### config.mk
export PLATFORM = sky130hd
export DESIGN_NAME = datapath_flat
export DESIGN_NICKNAME = d
export VERILOG_FILES = /design/src/common/microPkg.sv /design/src/common/controlBus.sv /design/src/source/datapath.sv /design/src/flat_wrapper.sv
export SDC_FILE = /design/constraint.sdc
export NUM_CORES = 1
export LEC_CHECK = 0
export CAP_MARGIN = 20
export CORE_AREA = 3 3 181 183
export CTS_CLUSTER_DIAMETER = 100
export DETAILED_ROUTE_END_ITERATION = 8
export DIE_AREA = 0 0 184 186
export DONT_BUFFER_PORTS = 1
export GPL_TIMING_DRIVEN = 0
export HOLD_SLACK_MARGIN = 0.03
export RECOVER_POWER = 100
export SLEW_MARGIN = 20
export SYNTH_ARGS = -nofsm -noshare
export SYNTH_HDL_FRONTEND = slang
export SYNTH_SLANG_ARGS = --single-unit
### constraint.sdc
create_clock -name clk -period 4.8 [get_ports clk]
set_clock_uncertainty 0.15 [all_clocks]
set_input_delay 0.48 -clock clk [delete_from_list [all_inputs] [get_ports clk]]
set_output_delay 0.48 -clock clk [all_outputs]
set_load 0.02 [all_outputs]
### src/common/microPkg.sv
`default_nettype none

package microPkg;

    // default sizes, overridden from the top level
    parameter int DEFAULT_MEM_DEPTH = 256;
    parameter int DEFAULT_REG_COUNT = 4;

    // data path widths
    typedef logic [15:0] dataWord;
    typedef logic [7:0]  memAddress;
    typedef logic [1:0]  regIndex;

    // instruction bits 15..12, codes 14 and 15 undefined (run as NOP)
    typedef enum logic [3:0] {
        OP_NOP  = 4'd0,
        OP_LDI  = 4'd1,
        OP_MOV  = 4'd2,
        OP_ADD  = 4'd3,
        OP_SUB  = 4'd4,
        OP_AND  = 4'd5,
        OP_OR   = 4'd6,
        OP_XOR  = 4'd7,
        OP_LD   = 4'd8,
        OP_ST   = 4'd9,
        OP_BEQZ = 4'd10,
        OP_JMP  = 4'd11,
        OP_OUT  = 4'd12,
        OP_HALT = 4'd13
    } opcode;

    // micro-states, FETCH0 doubles as the reset state
    typedef enum logic [6:0] {
        FETCH0   = 7'd0,
        FETCH1   = 7'd1,
        DECODE   = 7'd2,
        EXEC_LDI = 7'd3,
        EXEC_MOV = 7'd4,
        EXEC_ALU = 7'd5,
        LOAD0    = 7'd6,
        LOAD1    = 7'd7,
        STORE0   = 7'd8,
        BRANCH   = 7'd9,
        JUMP     = 7'd10,
        OUTPUT   = 7'd11,
        HALTED   = 7'd12
    } microState;

    typedef enum logic [2:0] {
        ALU_PASS = 3'd0,
        ALU_ADD  = 3'd1,
        ALU_SUB  = 3'd2,
        ALU_AND  = 3'd3,
        ALU_OR   = 3'd4,
        ALU_XOR  = 3'd5
    } aluOp;

    // how the sequencer picks its next state
    typedef enum logic [2:0] {
        SEQ_NEXT     = 3'd0,
        SEQ_DISPATCH = 3'd1,
        SEQ_FETCH    = 3'd2,
        SEQ_HOLD     = 3'd3
    } seqMode;

    // register file write source
    typedef enum logic [1:0] {
        SRC_ALU = 2'd0,
        SRC_IMM = 2'd1,
        SRC_MEM = 2'd2,
        SRC_RS  = 2'd3
    } regSource;

    // 45-bit control word, 24 bits in use, the rest padding
    typedef struct packed {
        logic        pcInc;
        logic        pcLoad;
        logic        branchZero;
        logic        irLoad;
        logic        marFromImm;
        logic        memWrite;
        logic        regWrite;
        regSource    regSource;
        aluOp        aluOp;
        logic        outStrobe;
        logic        halt;
        seqMode      seqMode;
        microState   nextState;
        logic [20:0] reserved;
    } microWord;

endpackage

`default_nettype wire

### src/common/controlBus.sv
`timescale 1ns/1ps
`default_nettype none

interface controlBus import microPkg::*; ();

    // datapath controls
    logic pcInc;
    logic pcLoad;
    logic branchZero;
    logic irLoad;
    logic marFromImm;
    logic memWrite;
    logic regWrite;
    microPkg::regSource regSource;
    microPkg::aluOp aluOp;
    logic outStrobe;
    logic halt;

    // sequencing controls
    microPkg::seqMode seqMode;
    microState nextState;

    // microstore side, drives every field
    modport store (
        output pcInc, pcLoad, branchZero, irLoad, marFromImm, memWrite, regWrite,
        output regSource, aluOp, outStrobe, halt, seqMode, nextState
    );

    modport path (
        input pcInc, pcLoad, branchZero, irLoad, marFromImm, memWrite, regWrite,
        input regSource, aluOp, outStrobe, halt
    );

    modport seq (input seqMode, nextState);

endinterface

`default_nettype wire

### src/source/datapath.sv
`timescale 1ns/1ps
`default_nettype none

module datapath import microPkg::*; #(
    parameter int REG_COUNT = DEFAULT_REG_COUNT
) (
    input  logic      clk,
    input  logic      reset,
    controlBus.path   bus,
    input  dataWord   memReadData,
    output memAddress memAddr,
    output dataWord   memWriteData,
    output logic      memWriteEnable,
    output opcode     instrOpcode,
    output dataWord   outData,
    output logic      outValid,
    output logic      halted
);

    memAddress pc;
    dataWord   ir;
    dataWord   regFile [REG_COUNT];
    regIndex   rdIdx;
    regIndex   rsIdx;
    memAddress imm;
    dataWord   rdValue;
    dataWord   rsValue;
    aluOp      aluSel;
    dataWord   aluResult;
    dataWord   regWriteData;
    logic      rdIsZero;

    // ALU operation implied by an instruction
    function automatic aluOp opcodeAlu(input opcode op);
        case (op)
            OP_ADD: return ALU_ADD;
            OP_SUB: return ALU_SUB;
            OP_AND: return ALU_AND;
            OP_OR: return ALU_OR;
            OP_XOR: return ALU_XOR;
            default: return ALU_PASS;
        endcase
    endfunction

    // 16-bit ALU, wraps on add and sub
    function automatic dataWord aluCompute(input aluOp op, input dataWord a, input dataWord b);
        case (op)
            ALU_ADD: return a + b;
            ALU_SUB: return a - b;
            ALU_AND: return a & b;
            ALU_OR: return a | b;
            ALU_XOR: return a ^ b;
            default: return b;
        endcase
    endfunction

    // instruction fields
    assign instrOpcode = opcode'(ir[15:12]);
    assign rdIdx = ir[11:10];
    assign rsIdx = ir[9:8];
    assign imm = ir[7:0];

    assign rdValue = regFile[rdIdx];
    assign rsValue = regFile[rsIdx];
    assign rdIsZero = (rdValue == '0);

    // control word PASS defers to the opcode
    assign aluSel = (bus.aluOp == ALU_PASS) ? opcodeAlu(instrOpcode) : bus.aluOp;
    assign aluResult = aluCompute(aluSel, rdValue, rsValue);

    always_comb begin
        case (bus.regSource)
            SRC_IMM: regWriteData = {8'd0, imm};
            SRC_MEM: regWriteData = memReadData;
            SRC_RS: regWriteData = rsValue;
            default: regWriteData = aluResult;
        endcase
    end

    // memory side, store data always comes from rd
    assign memAddr = bus.marFromImm ? imm : pc;
    assign memWriteData = rdValue;
    assign memWriteEnable = bus.memWrite;

    // program counter, jump beats branch beats increment
    always_ff @(posedge clk) begin
        if (reset) begin
            pc <= '0;
        end else if (bus.pcLoad) begin
            pc <= imm;
        end else if (bus.branchZero && rdIsZero) begin
            pc <= imm;
        end else if (bus.pcInc) begin
            pc <= pc + 8'd1;
        end
    end

    // instruction register, clears to NOP
    always_ff @(posedge clk) begin
        if (reset) begin
            ir <= '0;
        end else if (bus.irLoad) begin
            ir <= memReadData;
        end
    end

    // register file
    always_ff @(posedge clk) begin
        if (reset) begin
            for (int i = 0; i < REG_COUNT; i++) begin
                regFile[i] <= '0;
            end
        end else if (bus.regWrite) begin
            regFile[rdIdx] <= regWriteData;
        end
    end

    // output strobe and sticky halt level
    always_ff @(posedge clk) begin
        if (reset) begin
            outValid <= 1'b0;
            halted <= 1'b0;
        end else begin
            outValid <= bus.outStrobe;
            if (bus.halt) begin
                halted <= 1'b1;
            end
        end
    end

    always_ff @(posedge clk) begin
        if (bus.outStrobe) begin
            outData <= rdValue;
        end
    end

endmodule

`default_nettype wire

### src/flat_wrapper.sv
// flat-port wrapper written by rule: the top's interface ports become plain ports
module datapath_flat import microPkg::*;
#(
    parameter int REG_COUNT = DEFAULT_REG_COUNT
)
  (clk, reset, memReadData, memAddr, memWriteData, memWriteEnable, instrOpcode, outData, outValid, halted, bus_pcInc, bus_pcLoad, bus_branchZero, bus_irLoad, bus_marFromImm, bus_memWrite, bus_regWrite, bus_regSource, bus_aluOp, bus_outStrobe, bus_halt);
  controlBus bus_i ();
  input  logic clk;
  input  logic reset;
  input  dataWord memReadData;
  output memAddress memAddr;
  output dataWord memWriteData;
  output logic memWriteEnable;
  output opcode instrOpcode;
  output dataWord outData;
  output logic outValid;
  output logic halted;
  input wire logic [$bits(bus_i.pcInc)-1:0] bus_pcInc;
  input wire logic [$bits(bus_i.pcLoad)-1:0] bus_pcLoad;
  input wire logic [$bits(bus_i.branchZero)-1:0] bus_branchZero;
  input wire logic [$bits(bus_i.irLoad)-1:0] bus_irLoad;
  input wire logic [$bits(bus_i.marFromImm)-1:0] bus_marFromImm;
  input wire logic [$bits(bus_i.memWrite)-1:0] bus_memWrite;
  input wire logic [$bits(bus_i.regWrite)-1:0] bus_regWrite;
  input wire logic [$bits(bus_i.regSource)-1:0] bus_regSource;
  input wire logic [$bits(bus_i.aluOp)-1:0] bus_aluOp;
  input wire logic [$bits(bus_i.outStrobe)-1:0] bus_outStrobe;
  input wire logic [$bits(bus_i.halt)-1:0] bus_halt;
  assign bus_i.pcInc = bus_pcInc;
  assign bus_i.pcLoad = bus_pcLoad;
  assign bus_i.branchZero = bus_branchZero;
  assign bus_i.irLoad = bus_irLoad;
  assign bus_i.marFromImm = bus_marFromImm;
  assign bus_i.memWrite = bus_memWrite;
  assign bus_i.regWrite = bus_regWrite;
  assign bus_i.regSource = bus_regSource;
  assign bus_i.aluOp = bus_aluOp;
  assign bus_i.outStrobe = bus_outStrobe;
  assign bus_i.halt = bus_halt;
  datapath #(.REG_COUNT(REG_COUNT)) u_core (.clk(clk), .reset(reset), .bus(bus_i), .memReadData(memReadData), .memAddr(memAddr), .memWriteData(memWriteData), .memWriteEnable(memWriteEnable), .instrOpcode(instrOpcode), .outData(outData), .outValid(outValid), .halted(halted));
endmodule
==> Word level (Yosys, flattened, before mapping) <==
Memory sizes are Yosys's and may differ from the RTL's. A register that Yosys moved wholly into a read port is not among the register bits.
Index checks and enable logic that the tools add are counted.
{ "word_totals": {"output_inout_bits": 47, "ramBits": 64, "wordCells": 50, "mem_count": 1, "ff_bits": 42} }
{ "memory_table": {"columns": ["name", "words", "word_bits", "rd", "rd_clocked_by_memory_dff", "wr", "line_no", "text"], "rows": [
  ["u_core.regFile", 4, 16, 2, 2, 4, "datapath.sv:22", "dataWord regFile [REG_COUNT];"]
]} }
{ "op_classes": {"addsub": 3, "n_eq_ne": 13, "n_mux": 20, "n_bitwise": 3, "reduce_logical": 5} }
{ "ops": {"columns": ["operator", "count"], "rows": [
  ["16-bit one-hot mux with 5 select lines", 1],
  ["16-bit one-hot mux with 3 select lines", 1],
  ["8-bit 2-to-1 mux", 4],
  ["16-bit adder", 1],
  ["16-bit bitwise AND", 1],
  ["4-bit by 3-bit == test with 1-bit output, second input constant", 4],
  ["16-bit zero test", 1],
  ["16-bit 2-to-1 mux", 1],
  ["16-bit bitwise OR", 1],
  ["16-bit OR reduction", 1],
  ["16-bit subtractor", 1],
  ["16-bit bitwise XOR", 1],
  ["3-bit one-hot mux with 5 select lines", 1],
  ["2-bit 2-to-1 mux", 5],
  ["8-bit by 1-bit adder with 8-bit output, second input constant", 1],
  ["3-bit by 2-bit == test with 1-bit output, second input constant", 2],
  ["3-bit == test, second input constant", 2],
  ["1-bit 2-to-1 mux", 6],
  ["2-bit == test, second input constant", 2],
  ["4-bit by 2-bit == test with 1-bit output, second input constant", 1],
  ["3-bit by 1-bit == test with 1-bit output, second input constant", 1],
  ["3-bit zero test", 1],
  ["3-bit 2-to-1 mux", 1],
  ["3-bit nonzero test", 1],
  ["2 further kinds", 2]
]} }

==> Longest topological paths before layout <==
Gate-level depths: netlist of the first run.
{ "depth": {"word_depth": 7, "mapped_depth": 16, "mapped_depth_nobuf": 14} }

==> Worst setup path before layout of the first run <==
Ideal clock, no wire load.
{ "synth_timing": {"path_kind": "input to register", "from": "input bus_aluOp[0]", "to": "memory u_core.regFile[0][14] (netlist bit), data pin", "path_buffers": 2, "required_ps": 4462, "setup_ps": 188, "setup_slack_ps": 330, "arrival_ps": 4132, "stages": 15, "path_cell_list": "clkbuf_1 > or4b_2 > a21oi_2 > and2_1 > clkbuf_1 > a31oi_1 > xnor2_1 > ha_1 > a21oi_1 > a21oi_1 > o2111ai_1 > a21oi_1 > or4_1 > and2_1 > o41ai_1"} }
{ "synth_rtl": {"columns": ["item", "line_no", "text"], "rows": [
  ["from (decl)", "flat_wrapper.sv:26", "input wire logic [$bits(bus_i.aluOp)-1:0] bus_aluOp;"],
  ["to (decl)", "datapath.sv:22", null]
]} }

==> impl_metrics.tcl, run 1 <==
set metrics [dict create \
    status "complete, no violations" \
    cp_data_required_time_ns 4.83 \
    vdd_drop_max_mv 0.1325 \
    utilization_pct 27.43 \
    slew_violations 0 \
    io_buffer_count 0 \
    cts-root-buf "clkbuf_16" \
    rsz0062_at_grt "false" \
    synth_cell_type_count 76 \
    timing.final.crit_share_pct 96.33 \
    numPlacedInstances 1158 \
    synth-seq-cells 110 \
    grt_pass1_wl_um 37540 \
    rows 65 \
    yosys_warnings 0 \
    finalPower_mw 2.664 \
    nFillCells 3288 \
    ys_seq_area_share_pct 38.47 \
    start_util_pct 24.87 \
    fin_worst_hold_slack_ns 0.07158 \
    design.portCount 79 \
    synth_top_family_by_area "simple AND/OR/NAND/NOR gates" \
    globalplace.congestion 0.9521 \
    synth_compound_area_share_pct 14.33 \
    dieArea_um2 34220 \
    synth_most_common_cell "edfxtp_1" \
    hold_violations 0 \
    synth_edf_count 80 \
    die_x_um 184 \
    synth_xor_area_share_pct 3.270 \
    cap_violations 0 \
    critPathMaxFanout 10 \
    via_count 6296 \
    syn_area_um2 7806 \
    cts-htree-levels 3 \
    grt_max_degree 18 \
    tightest_slew_ns 1.027 \
    grt_use_total_pct 14.93 \
    viasPerCell 5.363 \
    antenna_found_initial 1 \
    worstPathArrival_ns 4.65 \
    synthSimpleGateAreaFrac_pct 15.42 \
    end_kind "register" \
    netlist.area_leader.share_pct 30.77 \
    cts.clk_slew.worst_paths_ns 0.08 \
    ys.flop_type "edfxtp_1" \
    crit_type "reg -> reg" \
    layout.nets 852 \
    synth_fa_ha_area_share_pct 8.591 \
    syn_inst 756 \
    netlist_top_cells_area "edfxtp_1 (31%), mux4_2 (8.9%), ha_1 (8.3%)" \
    grt-busiest-layer "met2" \
    yosys.area.top_type "edfxtp_1" \
    drc 0 \
    hold_path.class "in -> reg" \
    timing.fmax_mhz 216.3 \
    grt_pass1_vias 5900 \
    grt-ovfl-total 0 \
    instances_no_fill 1174 \
    final-setup-viol-count 0 \
    numCtsBuffers 9 \
    grt_util_met3_pct 3.049 \
    cts_hold_buf 0 \
    syn2layout_area_growth_pct 10.32 \
    synthArstFlopShare_pct 0 \
    wire_per_inst_um 21.82 \
    syn_avg_cell_area_um2 10.33 \
    cts_tree "built" \
    grt_use_met1_pct 19.13 \
    first_pass_iters 5 \
    layout-drive-gt1-share_pct 10.88 \
    dp_hpwl_um 19390 \
    clk_path_buf_depth 2 \
    synth_commonest_cells "edfxtp_1 (80), nor2_1 (77), ha_1 (52)" \
    muxShareOfSynthArea_pct 14.57 \
    wirelength_um 25620 \
    period_needed_ns 4.624 \
    p_leak_nw 3.167 \
    die_h_um 186 \
    p_per_area_nw_per_um2 309.4 \
    clkSinkCount 110 \
    ant_nets 0 \
    slew_headroom_pct 31.55 \
    synth_nets 841 \
    gr-usage-met2_pct 25.11 \
    num_antenna_cells 0 \
    critical_path.startpoint_type "register" \
    dr.first_iter.drc_count 711 \
    insertion_delay_ns 0.37 \
    coreArea_um2 31390 \
]
## sequential cells by signal, summed over array words and instances (netlist names), named ones only
name and flops:
u_core.halted 1, u_core.outValid 1, u_core.ir 16, u_core.pc 8, u_core.regFile 64, u_core.outData 16
## cell type report
class / instances / area (um2) / share of cell area [%]
buffer: 48 / 210.2 / 2.441
inverter: 50 / 187.7 / 2.179
sequential: 110 / 3003 / 34.87
clock inverter: 5 / 33.78 / 0.3923
clock buffer: 11 / 232.7 / 2.702
multi-input combinational: 547 / 4434 / 51.49
tap: 402 / 503.0 / 5.840
timing repair buffer: 1 / 7.507 / 0.08717
## logic make-up after synthesis
group | count (synthesis)
buffers and inverters | 99
flip-flops | 110
multiplexers | 72
XOR/XNOR | 27
AND/OR/NAND/NOR | 235
adder cells (fa/ha/maj) | 53
AO/OA/AOI/OAI | 160
## what timing repair did
action | in CTS | in global routing
resized for setup | 6 | 12
pin swaps | 1 | 1
setup endpoints to repair | 32 | 36
setup buffers | 0 | 1
gates cloned | 0 | 0
## metal layers
layer  wire (um)  vias up  part of all wire (%)
met3        2058       53                   8.0
met5           0        -                     0
met1       10450     3104                    41
met2       12360      288                    48
li1            -     2851                     -
met4         749        0                   2.9
## final timing paths
path,start,to,slack (ns),cells past startpoint
max,u_core.ir[15],u_core.regFile[0][14],0.18,14
min,bus_outStrobe,u_core.outData[8],0.07,0
max reg2reg,u_core.ir[15],u_core.regFile[0][14],0.18,14
min reg2reg,u_core.ir[8],register,0.35,2
## through the flow
stage | setup WS, ns | area (um2) | setup TNS, ns
2_1_floorplan | 0.3296 | 7806 | 0
3_3_place_gp | -0.5634 | 8309 | -8.806
3_5_place_dp | -0.6125 | 8309 | -10.26
4_1_cts | 0.02479 | 8596 | 0
5_1_grt | 0.008213 | 8612 | 0
6_report | 0.1763 | 8612 | 0
## critical path: stages, from the launching register on
cell	delay [ns]
dfxtp_1	0.38
or4b_2	0.74
a21oi_4	0.27
and2_2	0.24
clkbuf_4	0.22
a31oi_1	0.07
xnor2_1	0.22
ha_1	0.30
a21oi_1	0.20
a21oi_1	0.14
o2111ai_1	0.28
a21oi_1	0.18
or4_4	0.56
and2_1	0.20
o41ai_1	0.30
## report_power, final
| group | total, mW | switching [mW] | leakage [nW] | internal (mW) |
|---|---|---|---|---|
| logic | 0.817 | 0.529 | 1.96 | 0.288 |
| registers | 1.13 | 0.0504 | 1.08 | 1.08 |
| clock network | 0.714 | 0.361 | 0.128 | 0.353 |
| total | 2.66 | 0.940 | 3.17 | 1.72 |
## cells in the final DEF (no fill, tap or decap), types with 21 or more instances in the layout
cell type	instances
inv_1	50
mux2i_1	30
mux4_2	32
xnor2_1	21
dfxtp_1	30
nor2_1	77
o21ai_0	27
ha_1	52
edfxtp_1	80
nand2_1	40
clkbuf_1	33
a21oi_1	30
nand3_1	22
(Power assumes the default switching activity.)
==> run 2: changes to the inputs <==
- GPL_TIMING_DRIVEN: 0 -> default
- PLACE_DENSITY_LB_ADDON: default -> 0.08
==> impl_metrics.tcl, run 2 (synthesized netlist as in run 1, its figures left out) <==
set metrics [dict create \
    status "complete, no violations" \
    cp_top_family "compound AO/OA/AOI/OAI gates" \
    layout-drive-gt1-share_pct 12.89 \
    p_int_mw 1.803 \
    cpPeakStageDelay_ns 0.68 \
    p_comb_share_pct 29.6 \
    layout.nets 848 \
    largest_register_ffs 64 \
    p_per_area_nw_per_um2 318.8 \
    seq_area_um2 3003 \
    slew_violations 0 \
    critical_path.startpoint_type "register" \
    crit_buf_inv 2 \
    nFillCells 3311 \
    top_regs "u_core.regFile: 64 flops, u_core.ir: 16 flops, u_core.outData: 16 flops" \
    clk_path_buf_depth 2 \
    dp_hpwl_um 21440 \
    crit_type "reg -> reg" \
    cts-htree-levels 3 \
    regMostFlops "u_core.regFile" \
    grt-ovfl-total 0 \
    cts-root-buf "clkbuf_16" \
    timing.fmax_mhz 217.6 \
    path_cells "or4b_2, a21oi_2, buf_4, nand2_1, o21ai_0, inv_1, ha_1, nor2b_1, o31a_1, o41a_1, o21a_1, nor3_1, o21ai_0, nor2_1" \
    wire_per_inst_um 24.57 \
    multiInputGateArea_um2 4402 \
    p_leak_nw 3.274 \
    cap_violations 0 \
    first_pass_iters 5 \
    mostFrequentLayoutCell "edfxtp_1" \
    slew_headroom_pct 16.08 \
    numPlacedInstances 1152 \
    finalSetupTns_ns 0 \
    grt_pass1_vias 6117 \
    grt_use_total_pct 17.04 \
    p_clk_share_pct 29.4 \
    design.portCount 79 \
    critPathMaxFanout 4 \
    final-setup-viol-count 0 \
    grt_max_degree 28 \
    insertion_delay_ns 0.37 \
    rows 65 \
    cts.clk_slew.worst_paths_ns 0.09 \
    hold_violations 0 \
    coreArea_um2 31390 \
    end_kind "register" \
    post_cts_buffers 0 \
    worstPathArrival_ns 4.66 \
    p_switching_uw 972.4 \
    die_x_um 184 \
    rsz0062_at_grt "false" \
    die_h_um 186 \
    cp_data_required_time_ns 4.86 \
    grt_pass1_wl_um 42600 \
    viasPerCell 5.258 \
    period_needed_ns 4.596 \
    path_common_cell "o21ai_0" \
    dieArea_um2 34220 \
    drc 0 \
    antenna_found_initial 3 \
    final_cell_mix "edfxtp_1 (80), nor2_1 (77), ha_1 (52)" \
    cp_slowest_cell "or4b_2" \
    via_count 6168 \
    timing.final.crit_share_pct 95.76 \
    start_util_pct 24.87 \
    pwr-share-seq_pct 41.0 \
    syn2layout_area_growth_pct 11.54 \
    swShare_pct 35.03 \
    cts_tree "built" \
    globalplace.congestion 0.8584 \
    vdd_drop_max_mv 0.1836 \
    numCtsBuffers 9 \
    io_buffer_count 0 \
    instances_no_fill 1173 \
    tightest_slew_ns 1.259 \
    wirelength_um 28820 \
    ant_nets 0 \
    clkSinkCount 110 \
    reg2reg_slack_ns 0.20 \
    hold_path.class "in -> reg" \
    dr.first_iter.drc_count 485 \
]
## run 2: layout make-up
type	count	area share (%)
multi-input combinational	547	50.55
sequential	110	34.49
tap	402	5.777
timing repair buffer	45	3.420
clock buffer	9	2.587
inverter	50	2.155
clock inverter	7	0.9340
antenna	3	0.08622
## run 2: worst paths after layout
path | startpoint | end | depth (start not counted)
setup / recovery | u_core.ir[15] | u_core.regFile[2][7] | 14
hold / removal | bus_outStrobe | u_core.outData[9] | 0
setup reg to reg | u_core.ir[15] | u_core.regFile[2][7] | 14
hold reg to reg | u_core.ir[9] | u_core.ir[9] | 2
## run 2: repair_timing
item,in CTS,in global routing
endpoints found under the setup margin,0,9
resized for setup,0,2
hold buffers,2,0
hold endpoints to repair,25,0
## run 2: metal layers
| layer | vias to the layer above | GRT usage [%] | part of all wire, % |
|---|---|---|---|
| met1 | 3088 | 23.69 | 47 |
| met5 | - | 0 | 0 |
| met3 | 28 | 3.459 | 6.1 |
| li1 | 2858 | - | - |
| met2 | 194 | 26.98 | 45 |
| met4 | 0 | 4.838 | 1.5 |
## run 2: power by group through the flow
stage | Clock (mW) | Sequential, mW | Combinational, mW
after floorplan | 0 | 1.14 | 0.587
after global placement | 0 | 1.16 | 0.812
after detailed placement | 0 | 1.16 | 0.816
after CTS | 0.844 | 1.14 | 0.827
after global routing | 0.871 | 1.15 | 0.903
final | 0.817 | 1.14 | 0.821
## run 2: metrics by stage
step	cell area [um2]	power (mW)	setup slack (ns)	hold slack (ns)	utilization, %
2_1_floorplan	7806	1.728	0.3296	0.3135	-
5_1_grt	8707	2.920	0.02120	0.05069	27.74
4_1_cts	8738	2.809	0.1332	0.04704	27.84
3_5_place_dp	8412	1.975	0.06033	0.3577	26.80
3_3_place_gp	8407	1.971	0.08003	0.3633	26.78
6_report	8707	2.776	0.2038	0.06258	27.74
==> run 3: changes to the inputs <==
- CORE_AREA: 3 3 181 183 -> 3 3 129 256
- DIE_AREA: 0 0 184 186 -> 0 0 132 259
- SLEW_MARGIN: 20 -> 40
==> impl_metrics.tcl, run 3 (synthesized netlist as in run 1, its figures left out) <==
set metrics [dict create \
    reg2reg_slack_ns 0.22 \
    crit_type "reg -> reg" \
    swShare_pct 35.45 \
    vdd_drop_max_mv 0.1860 \
    stdcell_area_um2 8783 \
    min_path_cells 0 \
    p_int_mw 1.825 \
    die_h_um 259 \
    largest_register_ffs 64 \
    viasPerCell 5.167 \
    p_clk_share_pct 30.2 \
    pwr-share-seq_pct 40.3 \
    cts-htree-levels 3 \
    drc 0 \
    timing.final.crit_share_pct 95.38 \
    insertion_delay_ns 0.39 \
    cpPeakStageDelay_ns 0.66 \
    grt_pass1_vias 6464 \
    r2r_cells 12 \
    critPathMaxFanout 11 \
    clkSinkCount 110 \
    numCtsBuffers 9 \
    rsz0062_at_grt "false" \
    coreArea_um2 31430 \
    start_util_pct 24.84 \
    design.portCount 79 \
    antenna_found_initial 1 \
    slew_headroom_pct 3.003 \
    dieArea_um2 34190 \
    worstPathArrival_ns 4.59 \
    cp_slowest_cell "mux4_2" \
    cap_violations 0 \
    dp_hpwl_um 23540 \
    final-setup-viol-count 0 \
    first_pass_iters 5 \
    wire_per_inst_um 25.57 \
    mostFrequentLayoutCell "edfxtp_1" \
    syn2layout_area_growth_pct 12.52 \
    grt_max_degree 28 \
    period_needed_ns 4.578 \
    ant_nets 0 \
    p_comb_share_pct 29.5 \
    globalplace.congestion 0.8399 \
    hold_path.class "in -> reg" \
    rows 92 \
    hold_end "u_core.outData[2]" \
    tightest_slew_ns 1.455 \
    p_switching_mw 1.002 \
    layout.nets 850 \
    grt-ovfl-total 0 \
    hold_path.startpoint "bus_outStrobe" \
    p_leak_nw 3.291 \
    grt_pass1_wl_um 44830 \
    timing.fmax_mhz 218.4 \
    final_cell_mix "edfxtp_1 (80), nor2_1 (76), ha_1 (52)" \
    cts_tree "built" \
    grt_use_total_pct 18.06 \
    cp_data_required_time_ns 4.81 \
    io_buffer_count 0 \
    cts-root-buf "clkbuf_16" \
    hold_violations 0 \
    clk_path_buf_depth 2 \
    placement.cell_area_um2 8457 \
    regMostFlops "u_core.regFile" \
    critical_path.startpoint_type "register" \
    via_count 6175 \
    dr.first_iter.drc_count 432 \
    layout-drive-gt1-share_pct 13.64 \
    wirelength_um 30550 \
    cts.clk_slew.worst_paths_ns 0.09 \
    status "complete, no violations" \
    path_cells "buf_6, mux4_2, nor4_4, a21oi_1, xnor2_1, ha_1, buf_4, a21o_1, a21o_1, or4_1, and2_1, o41ai_1" \
    finalPower_mw 2.828 \
    worstReg2RegEnd "u_core.regFile[0][14]" \
    p_per_area_nw_per_um2 322.0 \
    end_kind "register" \
    slew_violations 0 \
    top_regs "u_core.regFile: 64 flops, u_core.ir: 16 flops, u_core.outData: 16 flops" \
    path_common_cell "a21o_1" \
    nFillCells 3313 \
    die_x_um 132 \
    finalSetupTns_ns 0 \
]
run 3: cell count changes in the layout (fill, tap and decap cells not counted), moves of 2 or more:
cell           change
a21oi_2            -2
buf_4              +2
inv_8              +2
inv_6              -2
dlygate4sd3_1      -2
clkbuf_16          +2
run 3: critical path: cells and delay by family (launching register included):
family	cells	cell delay, ns
multiplexers	1	0.66
XOR/XNOR	1	0.18
buffers and inverters	2	0.41
flip-flops	1	0.46
AO/OA/AOI/OAI	4	0.99
adder cells (fa/ha/maj)	1	0.31
AND/OR/NAND/NOR	3	1.18
run 3: worst max path at each step:
stage | startpoint | cells after the start | slack (ns) | end
final | register | 12 | 0.22 | u_core.regFile[0][14]
after global routing | register | 13 | 0.01 | u_core.regFile[0][14]
after CTS | register | 12 | 0.002 | u_core.regFile[0][14]
after detailed placement | register | 12 | 0.09 | u_core.regFile[0][14]
after global placement | register | 14 | 0.06 | u_core.regFile[0][13]
after floorplan | bus_aluOp[0] | 15 | 0.33 | u_core.regFile[0][14]
run 3: cell type report:
type	count	area (um2)	share of cell area, %
well taps	423	529.3	6.026
clock inverters	5	53.80	0.6125
repair buffers	47	311.5	3.547
diodes	2	5.005	0.05698
flip-flops and latches	110	3004	34.20
multi-input cells	547	4417	50.28
inverters	50	187.7	2.137
clock buffers	11	275.3	3.134
run 3: power by group through the flow:
stage / clock network, mW / registers, mW / logic [mW]
2_1_floorplan: 0 / 1.14 / 0.587
3_3_place_gp: 0 / 1.16 / 0.834
3_5_place_dp: 0 / 1.16 / 0.837
4_1_cts: 0.885 / 1.14 / 0.846
5_1_grt: 0.908 / 1.15 / 0.919
6_report: 0.853 / 1.14 / 0.835
run 3: per-stage QoR:
stage          util, %  std cells  setup WS (ns)  hold WS (ns)
6_report         27.95       1195         0.2218       0.04710
3_3_place_gp     26.86       1174        0.06191        0.3358
4_1_cts          27.99       1191       0.002419       0.03299
5_1_grt          27.95       1195        0.01170       0.03063
2_1_floorplan        -        756         0.3296        0.3135
3_5_place_dp     26.91       1174        0.09301        0.3518
run 3: routing by layer:
layer  wire length (um)  part of all wire [%]  GRT usage [%]
met1              10920                    36          18.57
met2              17040                    56          34.97
met3               1272                   4.2          3.026
met4               1315                   4.3          8.528
met5                  0                     0              0
run 3: what timing repair did:
item / in CTS / in global routing
resized for setup: 0 / 5
buffers inserted: 0 / 2
setup endpoints to repair: 0 / 9
hold buffers: 1 / 0
hold endpoints to repair: 30 / 0
